==> src/common/tsn_gate_pkg.sv <==
`default_nettype none

package tsn_gate_pkg;

    // default number of control list entries
    localparam int GCL_DEPTH = 16;

    typedef logic [3:0] gcl_idx_t;          // list entry number

    // entry duration in clock cycles
    // an entry holds for interval + 1 cycles
    typedef logic [15:0] gcl_interval_t;

endpackage

`default_nettype wire

==> src/common/tsn_shaper_pkg.sv <==
`default_nettype none

package tsn_shaper_pkg;

    // default queue count per egress port
    localparam int QUEUE_NUM = 8;

    // per-queue bit vector, bit 7 is the highest priority
    typedef logic [7:0] queue_mask_t;

    typedef logic [2:0] queue_idx_t;        // queue number, 0..7

    // credit step per clock cycle, unsigned
    typedef logic [7:0] slope_t;

    typedef logic [15:0] threshold_t;       // clamp magnitude, unsigned

    // signed credit, two bits above the threshold width
    // keeps sum and difference with a slope from overflowing
    typedef logic signed [17:0] credit_t;

    // scheduling discipline of the arbiter
    typedef enum logic {
        ARB_STRICT      = 1'b0,             // highest non-empty index wins
        ARB_ROUND_ROBIN = 1'b1              // rotate after the last grant
    } arb_mode_e;

endpackage

`default_nettype wire

==> src/qav/qav_credit_shaper.sv <==
`timescale 1ns/10ps
`default_nettype none

// Qav credit based shaper, one credit accumulator per priority queue
module qav_credit_shaper #(
    parameter int NUM_QUEUES = tsn_shaper_pkg::QUEUE_NUM
) (
    input  wire                              i_clk,
    input  wire                              i_rst,
    input  wire tsn_shaper_pkg::slope_t      i_idle_slope   [NUM_QUEUES], // credit gain
    input  wire tsn_shaper_pkg::slope_t      i_send_slope   [NUM_QUEUES], // credit loss
    input  wire tsn_shaper_pkg::threshold_t  i_hi_threshold [NUM_QUEUES], // upper clamp
    input  wire tsn_shaper_pkg::threshold_t  i_lo_threshold [NUM_QUEUES], // lower clamp magnitude
    input  wire                              i_qav_en,
    input  wire                              i_cfg_vld,     // latches config, clears credits
    input  wire tsn_shaper_pkg::queue_mask_t i_fifo_empty,
    input  wire                              i_tx_valid,    // beat on the wire this cycle
    input  wire tsn_shaper_pkg::queue_idx_t  i_tx_queue,    // queue owning that beat
    output tsn_shaper_pkg::queue_mask_t      o_eligible
);

    localparam tsn_shaper_pkg::queue_mask_t Q_MASK =
        tsn_shaper_pkg::queue_mask_t'((1 << NUM_QUEUES) - 1);

    tsn_shaper_pkg::slope_t     cfg_idle [NUM_QUEUES];
    tsn_shaper_pkg::slope_t     cfg_send [NUM_QUEUES];
    tsn_shaper_pkg::threshold_t cfg_hi   [NUM_QUEUES];
    tsn_shaper_pkg::threshold_t cfg_lo   [NUM_QUEUES];
    logic                       cfg_en;

    logic [NUM_QUEUES-1:0]      elig_nxt;   // credit >= 0 per queue

    // shadow copy of the shaper config
    always_ff @(posedge i_clk) begin
        if (i_rst) begin
            cfg_idle <= '{default: '0};
            cfg_send <= '{default: '0};
            cfg_hi   <= '{default: '0};
            cfg_lo   <= '{default: '0};
            cfg_en   <= 1'b0;
        end else if (i_cfg_vld) begin
            cfg_idle <= i_idle_slope;
            cfg_send <= i_send_slope;
            cfg_hi   <= i_hi_threshold;
            cfg_lo   <= i_lo_threshold;
            cfg_en   <= i_qav_en;
        end
    end

    for (genvar q = 0; q < NUM_QUEUES; q++) begin : g_queue
        tsn_shaper_pkg::credit_t credit;
        tsn_shaper_pkg::credit_t credit_nxt;
        tsn_shaper_pkg::credit_t hi_lim;
        tsn_shaper_pkg::credit_t lo_lim;
        tsn_shaper_pkg::credit_t up;
        tsn_shaper_pkg::credit_t down;
        logic                    tx_now;

        assign hi_lim = tsn_shaper_pkg::credit_t'(cfg_hi[q]);
        assign lo_lim = -tsn_shaper_pkg::credit_t'(cfg_lo[q]);   // negative floor
        assign up     = credit + tsn_shaper_pkg::credit_t'(cfg_idle[q]);
        assign down   = credit - tsn_shaper_pkg::credit_t'(cfg_send[q]);
        assign tx_now = i_tx_valid && (i_tx_queue == q);

        always_comb begin
            if (tx_now) begin
                credit_nxt = (down < lo_lim) ? lo_lim : down;  // sending, drain
            end else if (!i_fifo_empty[q] || (credit < 0)) begin
                // waiting or recovering, refill up to the cap
                credit_nxt = (up > hi_lim) ? hi_lim : up;
            end else begin
                credit_nxt = '0;                // empty queue drops positive credit
            end
        end

        always_ff @(posedge i_clk) begin
            if (i_rst || i_cfg_vld || !cfg_en) begin
                credit <= '0;
            end else begin
                credit <= credit_nxt;
            end
        end

        assign elig_nxt[q] = !cfg_en || (credit >= 0);

        // clamp holds across config reloads too
        a_credit_range: assert property (@(posedge i_clk) disable iff (i_rst)
            (credit <= hi_lim) && (credit >= lo_lim));
    end

    // one cycle behind the credit
    always_ff @(posedge i_clk) begin
        if (i_rst) begin
            o_eligible <= Q_MASK;               // credits start at zero
        end else begin
            o_eligible <= tsn_shaper_pkg::queue_mask_t'(elig_nxt);
        end
    end

endmodule

`default_nettype wire

==> src/qbv/gate_cycle_engine.sv <==
`timescale 1ns/10ps
`default_nettype none

// Qbv gate cycle, steps through the control list on local cycle counts
module gate_cycle_engine #(
    parameter int LIST_DEPTH = tsn_gate_pkg::GCL_DEPTH
) (
    input  wire                                i_clk,
    input  wire                                i_rst,
    input  wire                                i_qbv_en,
    input  wire                                i_start,          // start strobe
    input  wire tsn_gate_pkg::gcl_idx_t        i_list_len,       // last active entry
    input  wire tsn_shaper_pkg::queue_mask_t   i_entry_gates,    // ram read data
    input  wire tsn_gate_pkg::gcl_interval_t   i_entry_interval,
    output tsn_gate_pkg::gcl_idx_t             o_entry_idx,      // ram read index
    output tsn_shaper_pkg::queue_mask_t        o_gate_open
);

    typedef enum logic {
        IDLE = 1'b0,
        RUN  = 1'b1
    } state_e;

    state_e                        state;
    tsn_gate_pkg::gcl_idx_t        idx;         // entry currently applied
    tsn_gate_pkg::gcl_idx_t        nxt_idx;
    tsn_gate_pkg::gcl_interval_t   cnt;         // cycles left in this entry
    logic                          load;

    // countdown expired, next entry goes live on this edge
    assign load = (state == RUN) && (cnt == '0);

    // wrap after the last active entry or the end of the ram
    assign nxt_idx = ((idx >= i_list_len) || (idx == LIST_DEPTH - 1)) ? '0 : idx + 1'b1;

    // look one entry ahead while loading
    assign o_entry_idx = load ? nxt_idx : idx;

    always_ff @(posedge i_clk) begin
        if (i_rst) begin
            state       <= IDLE;
            idx         <= '0;
            cnt         <= '0;
            o_gate_open <= '1;                  // all open until started
        end else if (!i_qbv_en) begin
            state       <= IDLE;
            o_gate_open <= '1;
        end else if (i_start) begin
            // park on the last entry so the first load wraps to entry 0
            state       <= RUN;
            idx         <= i_list_len;
            cnt         <= '0;
            o_gate_open <= '1;
        end else begin
            case (state)
                RUN: begin
                    if (load) begin
                        idx         <= nxt_idx;
                        cnt         <= i_entry_interval;
                        o_gate_open <= i_entry_gates;
                    end else begin
                        cnt <= cnt - 1'b1;
                    end
                end
                default: begin
                    o_gate_open <= '1;          // idle, gates stay open
                end
            endcase
        end
    end

    a_idx_in_list: assert property (@(posedge i_clk) disable iff (i_rst)
        (state == RUN) |-> (idx <= i_list_len));

endmodule

`default_nettype wire

==> src/qbv/gate_list_ram.sv <==
`timescale 1ns/10ps
`default_nettype none

// Qbv gate control list storage
// strobe write, asynchronous read by entry index
module gate_list_ram #(
    parameter int LIST_DEPTH = tsn_gate_pkg::GCL_DEPTH
) (
    input  wire                                i_clk,
    input  wire                                i_wr,            // single cycle write strobe
    input  wire tsn_gate_pkg::gcl_idx_t        i_wr_idx,
    input  wire tsn_shaper_pkg::queue_mask_t   i_wr_gates,      // 1 = gate open
    input  wire tsn_gate_pkg::gcl_interval_t   i_wr_interval,
    input  wire tsn_gate_pkg::gcl_idx_t        i_rd_idx,
    output tsn_shaper_pkg::queue_mask_t        o_rd_gates,
    output tsn_gate_pkg::gcl_interval_t        o_rd_interval
);

    tsn_shaper_pkg::queue_mask_t   gates_mem    [LIST_DEPTH];
    tsn_gate_pkg::gcl_interval_t   interval_mem [LIST_DEPTH];

    logic wr_in_range;
    logic rd_in_range;

    // index type may be wider than the list
    assign wr_in_range = (i_wr_idx < LIST_DEPTH);
    assign rd_in_range = (i_rd_idx < LIST_DEPTH);

    always_ff @(posedge i_clk) begin
        if (i_wr && wr_in_range) begin
            gates_mem[i_wr_idx]    <= i_wr_gates;
            interval_mem[i_wr_idx] <= i_wr_interval;
        end
    end

    // out of range reads look like an open, one cycle entry
    always_comb begin
        if (rd_in_range) begin
            o_rd_gates    = gates_mem[i_rd_idx];
            o_rd_interval = interval_mem[i_rd_idx];
        end else begin
            o_rd_gates    = '1;
            o_rd_interval = '0;
        end
    end

endmodule

`default_nettype wire

==> src/source/qos_arbiter.sv <==
`timescale 1ns/10ps
`default_nettype none

// egress queue pick with two register stages from request to grant
module qos_arbiter #(
    parameter int NUM_QUEUES = tsn_shaper_pkg::QUEUE_NUM
) (
    input  wire                                i_clk,
    input  wire                                i_rst,
    input  wire                                i_req,          // scheduling request strobe
    input  wire tsn_shaper_pkg::queue_mask_t   i_fifo_empty,
    input  wire tsn_shaper_pkg::queue_mask_t   i_eligible,     // from the shaper
    input  wire tsn_shaper_pkg::queue_mask_t   i_gate_open,    // from the gate engine
    input  wire tsn_shaper_pkg::arb_mode_e     i_mode,
    output tsn_shaper_pkg::queue_mask_t        o_grant,        // one-hot or zero
    output logic                               o_grant_vld
);

    localparam tsn_shaper_pkg::queue_mask_t Q_MASK =
        tsn_shaper_pkg::queue_mask_t'((1 << NUM_QUEUES) - 1);

    logic                          req_q;
    tsn_shaper_pkg::queue_mask_t   cand_q;     // non-empty, eligible and open
    tsn_shaper_pkg::queue_idx_t    last_q;     // last granted queue
    tsn_shaper_pkg::queue_idx_t    pick;
    logic                          found;

    // stage 1 freezes the masks with the request
    always_ff @(posedge i_clk) begin
        if (i_rst) begin
            req_q <= 1'b0;
        end else begin
            req_q <= i_req;
        end
    end

    always_ff @(posedge i_clk) begin
        cand_q <= ~i_fifo_empty & i_eligible & i_gate_open & Q_MASK;
    end

    always_comb begin
        int unsigned slot;
        slot  = 0;
        pick  = '0;
        found = 1'b0;
        if (i_mode == tsn_shaper_pkg::ARB_STRICT) begin
            for (int i = 0; i < NUM_QUEUES; i++) begin
                if (cand_q[i]) begin
                    pick  = tsn_shaper_pkg::queue_idx_t'(i);    // later hit is higher
                    found = 1'b1;
                end
            end
        end else begin
            // walk down so the nearest slot above last_q wins
            for (int off = NUM_QUEUES; off >= 1; off--) begin
                slot = (last_q + off) % NUM_QUEUES;
                if (cand_q[slot]) begin
                    pick  = tsn_shaper_pkg::queue_idx_t'(slot);
                    found = 1'b1;
                end
            end
        end
    end

    // stage 2 registers the grant
    always_ff @(posedge i_clk) begin
        if (i_rst) begin
            o_grant_vld <= 1'b0;
            o_grant     <= '0;
            last_q      <= tsn_shaper_pkg::queue_idx_t'(NUM_QUEUES - 1);  // first rr pick is 0
        end else begin
            o_grant_vld <= req_q;
            o_grant     <= (req_q && found) ? tsn_shaper_pkg::queue_mask_t'(1) << pick : '0;
            if (req_q && found) begin
                last_q <= pick;                 // empty picks leave the pointer alone
            end
        end
    end

    // grant is one-hot or zero and always one of the frozen candidates
    a_grant_onehot: assert property (@(posedge i_clk) disable iff (i_rst)
        $onehot0(o_grant) && ((o_grant & ~$past(cand_q)) == '0));

endmodule

`default_nettype wire

==> src/source/tsn_scheduler_top.sv <==
`timescale 1ns/10ps
`default_nettype none

// per-port egress scheduler, Qav shaper + Qbv gates + QoS pick
module tsn_scheduler_top #(
    parameter int NUM_QUEUES = tsn_shaper_pkg::QUEUE_NUM,   // priority fifos per port
    parameter int LIST_DEPTH = tsn_gate_pkg::GCL_DEPTH      // gate control list size
) (
    input  wire                                i_clk,
    input  wire                                i_rst,
    // shaper config
    input  wire tsn_shaper_pkg::slope_t        i_idle_slope   [NUM_QUEUES],
    input  wire tsn_shaper_pkg::slope_t        i_send_slope   [NUM_QUEUES],
    input  wire tsn_shaper_pkg::threshold_t    i_hi_threshold [NUM_QUEUES],
    input  wire tsn_shaper_pkg::threshold_t    i_lo_threshold [NUM_QUEUES],
    input  wire                                i_qav_en,
    input  wire                                i_cfg_vld,
    // mac side activity
    input  wire                                i_tx_valid,
    input  wire tsn_shaper_pkg::queue_idx_t    i_tx_queue,
    // gate list writes and control
    input  wire                                i_gcl_wr,
    input  wire tsn_gate_pkg::gcl_idx_t        i_gcl_wr_idx,
    input  wire tsn_shaper_pkg::queue_mask_t   i_gcl_wr_gates,
    input  wire tsn_gate_pkg::gcl_interval_t   i_gcl_wr_interval,
    input  wire tsn_gate_pkg::gcl_idx_t        i_gcl_len,      // active entries minus one
    input  wire                                i_qbv_en,
    input  wire                                i_gcl_start,
    // scheduling
    input  wire tsn_shaper_pkg::queue_mask_t   i_fifo_empty,   // crossbar fifo status
    input  wire tsn_shaper_pkg::arb_mode_e     i_arb_mode,
    input  wire                                i_sched_req,
    output wire tsn_shaper_pkg::queue_mask_t   o_sched_grant,
    output wire                                o_sched_grant_vld
);

    wire tsn_shaper_pkg::queue_mask_t   qav_eligible;   // credit >= 0 per queue
    wire tsn_shaper_pkg::queue_mask_t   gate_open;      // current gate state
    wire tsn_gate_pkg::gcl_idx_t        entry_idx;
    wire tsn_shaper_pkg::queue_mask_t   entry_gates;
    wire tsn_gate_pkg::gcl_interval_t   entry_interval;

    qav_credit_shaper #(
        .NUM_QUEUES       (NUM_QUEUES)
    ) qav_credit_shaper_inst (
        .i_clk            (i_clk),
        .i_rst            (i_rst),
        .i_idle_slope     (i_idle_slope),
        .i_send_slope     (i_send_slope),
        .i_hi_threshold   (i_hi_threshold),
        .i_lo_threshold   (i_lo_threshold),
        .i_qav_en         (i_qav_en),
        .i_cfg_vld        (i_cfg_vld),
        .i_fifo_empty     (i_fifo_empty),
        .i_tx_valid       (i_tx_valid),
        .i_tx_queue       (i_tx_queue),
        .o_eligible       (qav_eligible)
    );

    gate_list_ram #(
        .LIST_DEPTH       (LIST_DEPTH)
    ) gate_list_ram_inst (
        .i_clk            (i_clk),
        .i_wr             (i_gcl_wr),
        .i_wr_idx         (i_gcl_wr_idx),
        .i_wr_gates       (i_gcl_wr_gates),
        .i_wr_interval    (i_gcl_wr_interval),
        .i_rd_idx         (entry_idx),
        .o_rd_gates       (entry_gates),
        .o_rd_interval    (entry_interval)
    );

    gate_cycle_engine #(
        .LIST_DEPTH       (LIST_DEPTH)
    ) gate_cycle_engine_inst (
        .i_clk            (i_clk),
        .i_rst            (i_rst),
        .i_qbv_en         (i_qbv_en),
        .i_start          (i_gcl_start),
        .i_list_len       (i_gcl_len),
        .i_entry_gates    (entry_gates),
        .i_entry_interval (entry_interval),
        .o_entry_idx      (entry_idx),
        .o_gate_open      (gate_open)
    );

    qos_arbiter #(
        .NUM_QUEUES       (NUM_QUEUES)
    ) qos_arbiter_inst (
        .i_clk            (i_clk),
        .i_rst            (i_rst),
        .i_req            (i_sched_req),
        .i_fifo_empty     (i_fifo_empty),
        .i_eligible       (qav_eligible),
        .i_gate_open      (gate_open),
        .i_mode           (i_arb_mode),
        .o_grant          (o_sched_grant),
        .o_grant_vld      (o_sched_grant_vld)
    );

endmodule

`default_nettype wire

==> config.mk <==
export PLATFORM = sky130hd
export DESIGN_NAME = tsn_scheduler_top
export DESIGN_NICKNAME = d
export VERILOG_FILES = /design/src/common/tsn_gate_pkg.sv /design/src/common/tsn_shaper_pkg.sv /design/src/qav/qav_credit_shaper.sv /design/src/qbv/gate_cycle_engine.sv /design/src/qbv/gate_list_ram.sv /design/src/source/qos_arbiter.sv /design/src/source/tsn_scheduler_top.sv
export SDC_FILE = /design/constraint.sdc
export NUM_CORES = 2
export LEC_CHECK = 0
export ABC_AREA = 1
export BUFFER_PORTS_ARGS = -buffer_cell sky130_fd_sc_hd__buf_2
export CORE_AREA = 5 5 346 348
export DETAILED_ROUTE_END_ITERATION = 8
export DIE_AREA = 0 0 351 353
export HOLD_SLACK_MARGIN = 0.12
export PLACE_DENSITY = 0.68
export SLEW_MARGIN = 20
export SYNTH_ARGS = -nofsm -noshare
export SYNTH_HDL_FRONTEND = slang
export SYNTH_SLANG_ARGS = --single-unit
export TNS_END_PERCENT = 20
==> constraint.sdc <==
create_clock -name i_clk -period 6.8 [get_ports i_clk]
set_input_delay 2.04 -clock i_clk [delete_from_list [all_inputs] [get_ports i_clk]]
set_output_delay 2.04 -clock i_clk [all_outputs]
set_load 0.02 [all_outputs]
==> results.md <==
## STA
* top achievable clock speed: 209 MHz
* final max-slew violation count: 0
* worst hold slack across all endpoints: 0.409 ns
* setup TNS: 0 ns
* final worst path period share: 70.4%
* worst relative slew slack: 25.5%
* min Tclk post-route: 4.79 ns
* setup repair after global routing missed its margin: false
* final number of hold-violating endpoints: 0
* Tightest Pin Transition: 1.12 ns
* Layout Skew: 0.0732 ns
* final setup violation count: 0

## Worst hold path
* worst hold path class: flip-flop to flip-flop
* worst hold stages: 2

## Global routing
* wire length of the first global-routing pass: 266000 um
* vias in the first global route: 48100
* GR Layer Usage met3: 4.05%
* global routing usage on met1: 37.6%
* initial antenna violation count: 20
* met2 global-route usage: 42.9%
* sum of overflow across all layers after global routing: 0
* GRT Total Usage: 26.9%
* pin count of the biggest net entering global routing: 235
* most used routing layer: met2

## CTS
* CTS buffer count: 105
* insertion delay of the later-clocked pin in the worst-skew pair: 0.74 ns
* number of clock sinks: 971
* CTS-repair resized insts: 0
* CTS tree: yes
* CTS HTree Levels: 3
* CTS clk-pin slew, worst paths: 0.06 ns
* Clock Path Buffers: 3
* Hold-fix buffers, CTS: 0
* Clock Root Buffer: sky130_fd_sc_hd__clkbuf_16
* buffers inserted by post-CTS timing repair: 0

## Critical path
* required time worst endpoint: 7.40 ns
* crit path launch type: flip-flop
* Crit. End Element: flip-flop
* Data arrival, critical path: 5.39 ns
* type of the worst setup path: flip-flop to flip-flop
* worst-path maximum fanout: 30
* r2r worst-path depth: 26

## Route
* post-detailed-route count of antenna-violating nets: 0
* routed via count: 51300
* count of routing violations after the opening detailed-route iteration: 4524
* DRT Wirelength: 174000 um
* Detailed Routing Iterations Pass 1: 6
* number of design rule violations left after detail routing: 0
* routed wirelength normalized by instance count: 18.5 um
* via-per-instance ratio: 5.47

## Logic synthesis
* mean cell area of the mapped netlist: 7.71 um2
* post-synthesis cell count: 7470
* Post-synth EDFFs: 384
* Synth async-reset ratio: 0%
* Synth warnings: 0
* synth top area cells: sky130_fd_sc_hd__dfxtp_1 20%, sky130_fd_sc_hd__edfxtp_1 20%, sky130_fd_sc_hd__ha_1 8.9%
* synthesized cell area: 57600 um2
* post-synthesis net count: 8331
* most instantiated flip-flop cell in the synthesis netlist: sky130_fd_sc_hd__dfxtp_1
* cell type with the largest total area after synthesis: sky130_fd_sc_hd__dfxtp_1
* count of distinct cell types in the synthesized netlist: 55
* post-synth top area share: 20.4%
* Seq/Total Area, Yosys: 40.4%
* number of synthesized register bits: 971

## Floorplanning
* floorplan die height: 353 um
* DIE AREA: 124000 um2
* placement row count: 125
* horizontal extent of the die: 351 um
* boundary pin count: 446
* effective utilization at floorplan: 49.7%
* Core Region: 116000 um2

## Final layout
* most frequent cells in the layout: 1316 x sky130_fd_sc_hd__nand2_1, 888 x sky130_fd_sc_hd__inv_1, 851 x sky130_fd_sc_hd__nand3_1, 680 x sky130_fd_sc_hd__a21oi_1, 620 x sky130_fd_sc_hd__nor2_1
* area added between synthesis and finish: 12.0%
* Final nets: 8614
* most common library cell in the layout ignoring fill and taps: sky130_fd_sc_hd__nand2_1
* layout cell share with drive strength beyond 1: 10.0%

## Placed design
* IO Port Bufs: 445
* routability-driven placement congestion ratio: 0.927
* HPWL after detailed placement: 125000 um

## Outcome
* result of the run: finished, final reports clean

## Pwr
* power per cell area: 243 nW/um2
* VDD IR max: 301 uV
* static leakage: 29.2 nW

## Flow run
* number of maximum-capacitance constraint violations: 0

metrics by stage:
| step | total power [W] | worst slack, ns | util, % | std cells | area [um2] |
|---|---|---|---|---|---|
| CTS | 0.0157 | 2.12 | 55.6 | 9369 | 64400 |
| global placement | 0.00962 | 1.55 | 52.4 | 9170 | 60700 |
| finish | 0.0156 | 2.01 | 55.6 | 9381 | 64400 |
| floorplan | 0.00886 | 2.95 | - | 7470 | 57600 |
| detailed placement | 0.00970 | 1.45 | 52.4 | 9170 | 60700 |
| global route | 0.0165 | 1.53 | 55.6 | 9374 | 64400 |
flip-flops by register name (all words and copies together) (netlist names):
name                                   flops
gate_list_ram_inst.interval_mem          256
qav_credit_shaper_inst.g_queue.credit    144
gate_list_ram_inst.gates_mem             128
qav_credit_shaper_inst.cfg_hi            128
qav_credit_shaper_inst.cfg_lo            128
qav_credit_shaper_inst.cfg_idle           64
qav_credit_shaper_inst.cfg_send           64
gate_cycle_engine_inst.cnt                16
gate_cycle_engine_inst.o_gate_open         8
qav_credit_shaper_inst.o_eligible          8
qos_arbiter_inst.cand_q                    8
qos_arbiter_inst.o_grant                   8
gate_cycle_engine_inst.idx                 4
qos_arbiter_inst.last_q                    3
gate_cycle_engine_inst.state               1
qav_credit_shaper_inst.cfg_en              1
qos_arbiter_inst.o_grant_vld               1
qos_arbiter_inst.req_q                     1
layer usage:
metal  vias to the layer above  wire, um
met2                      1644     77700
met4                        10      5240
met3                       296     12400
li1                      25600         -
met5                         -        68
met1                     23800     78100
power breakdown:
part	internal, W	leakage (nW)	total (W)	switching [W]
combinational	0.00106	19.1	0.00324	0.00217
sequential	0.00627	8.31	0.00639	0.000120
clock	0.00346	1.79	0.00602	0.00256
total	0.0108	29.2	0.0156	0.00485
critical path, stage by stage, from the launching register on:
cell and delay, ns:
sky130_fd_sc_hd__dfxtp_1 0.32, sky130_fd_sc_hd__inv_1 0.06, sky130_fd_sc_hd__ha_1 0.13, sky130_fd_sc_hd__inv_1 0.06
sky130_fd_sc_hd__fa_1 0.45, sky130_fd_sc_hd__nand3_1 0.10, sky130_fd_sc_hd__nand2_1 0.08, sky130_fd_sc_hd__a21oi_1 0.23
sky130_fd_sc_hd__o21bai_1 0.14, sky130_fd_sc_hd__nand3_1 0.15, sky130_fd_sc_hd__nand2_1 0.12, sky130_fd_sc_hd__nor2_1 0.25
sky130_fd_sc_hd__nand3_1 0.11, sky130_fd_sc_hd__nand2_1 0.11, sky130_fd_sc_hd__inv_1 0.05, sky130_fd_sc_hd__ha_1 0.27
sky130_fd_sc_hd__nand2_1 0.06, sky130_fd_sc_hd__nor2_1 0.15, sky130_fd_sc_hd__nand4_1 0.11, sky130_fd_sc_hd__inv_1 0.09
sky130_fd_sc_hd__nand4_1 0.11, sky130_fd_sc_hd__nand3_1 0.18, sky130_fd_sc_hd__or2_1 0.20, sky130_fd_sc_hd__nand2_1 0.53
sky130_fd_sc_hd__o21ai_0 0.39, sky130_fd_sc_hd__nand2_1 0.08, sky130_fd_sc_hd__a21oi_1 0.13
final timing paths:
check / startpoint / endpoint / slack, ns
worst max-delay path: qav_credit_shaper_inst.g_queue[5].credit[0] / qav_credit_shaper_inst.g_queue[5].credit[9] / 2.01
worst min-delay path: qav_credit_shaper_inst.o_eligible[5] / qos_arbiter_inst.cand_q[5] / 0.41
worst max register to register: qav_credit_shaper_inst.g_queue[5].credit[0] / qav_credit_shaper_inst.g_queue[5].credit[9] / 2.01
worst min register to register: qav_credit_shaper_inst.o_eligible[5] / qos_arbiter_inst.cand_q[5] / 0.41
cell families (layout without fill, tap and decap cells):
logic type	after synthesis	in the layout	synth area share, %
and+or+nand+nor	3047	3047	22.8
buffers and inverters	1227	1602	8.61
DFF	971	971	40.4
AOI/OAI and AO/OA	1482	1482	13.8
other	0	12	0
xor gates and xnor gates	319	319	4.95
adders and majority gates	424	424	9.43
Yosys cell counts (all sizes together), types with 20 or more instances:
library cell  instances
a21o                 25
a21oi               685
buf                 126
clkbuf              201
dfxtp               587
edfxtp              384
ha                  408
inv                 899
nand2              1341
nand3               853
nand4                61
nor2                646
nor3                 70
nor4                 25
o211ai              103
o21ai               598
o21bai               20
or2                  29
xnor2                53
xor2                266
layout make-up:
type	instances	area (um2)
antenna	12	30.0
clock buffer	141	2970
clock inverter	58	736
fill	10900	51400
inverter	900	3390
multi-input combinational	5272	29400
sequential	971	23300
tap	1524	1910
timing repair buffer	503	2730
Note: power is estimated with default switching activity, not from simulation.
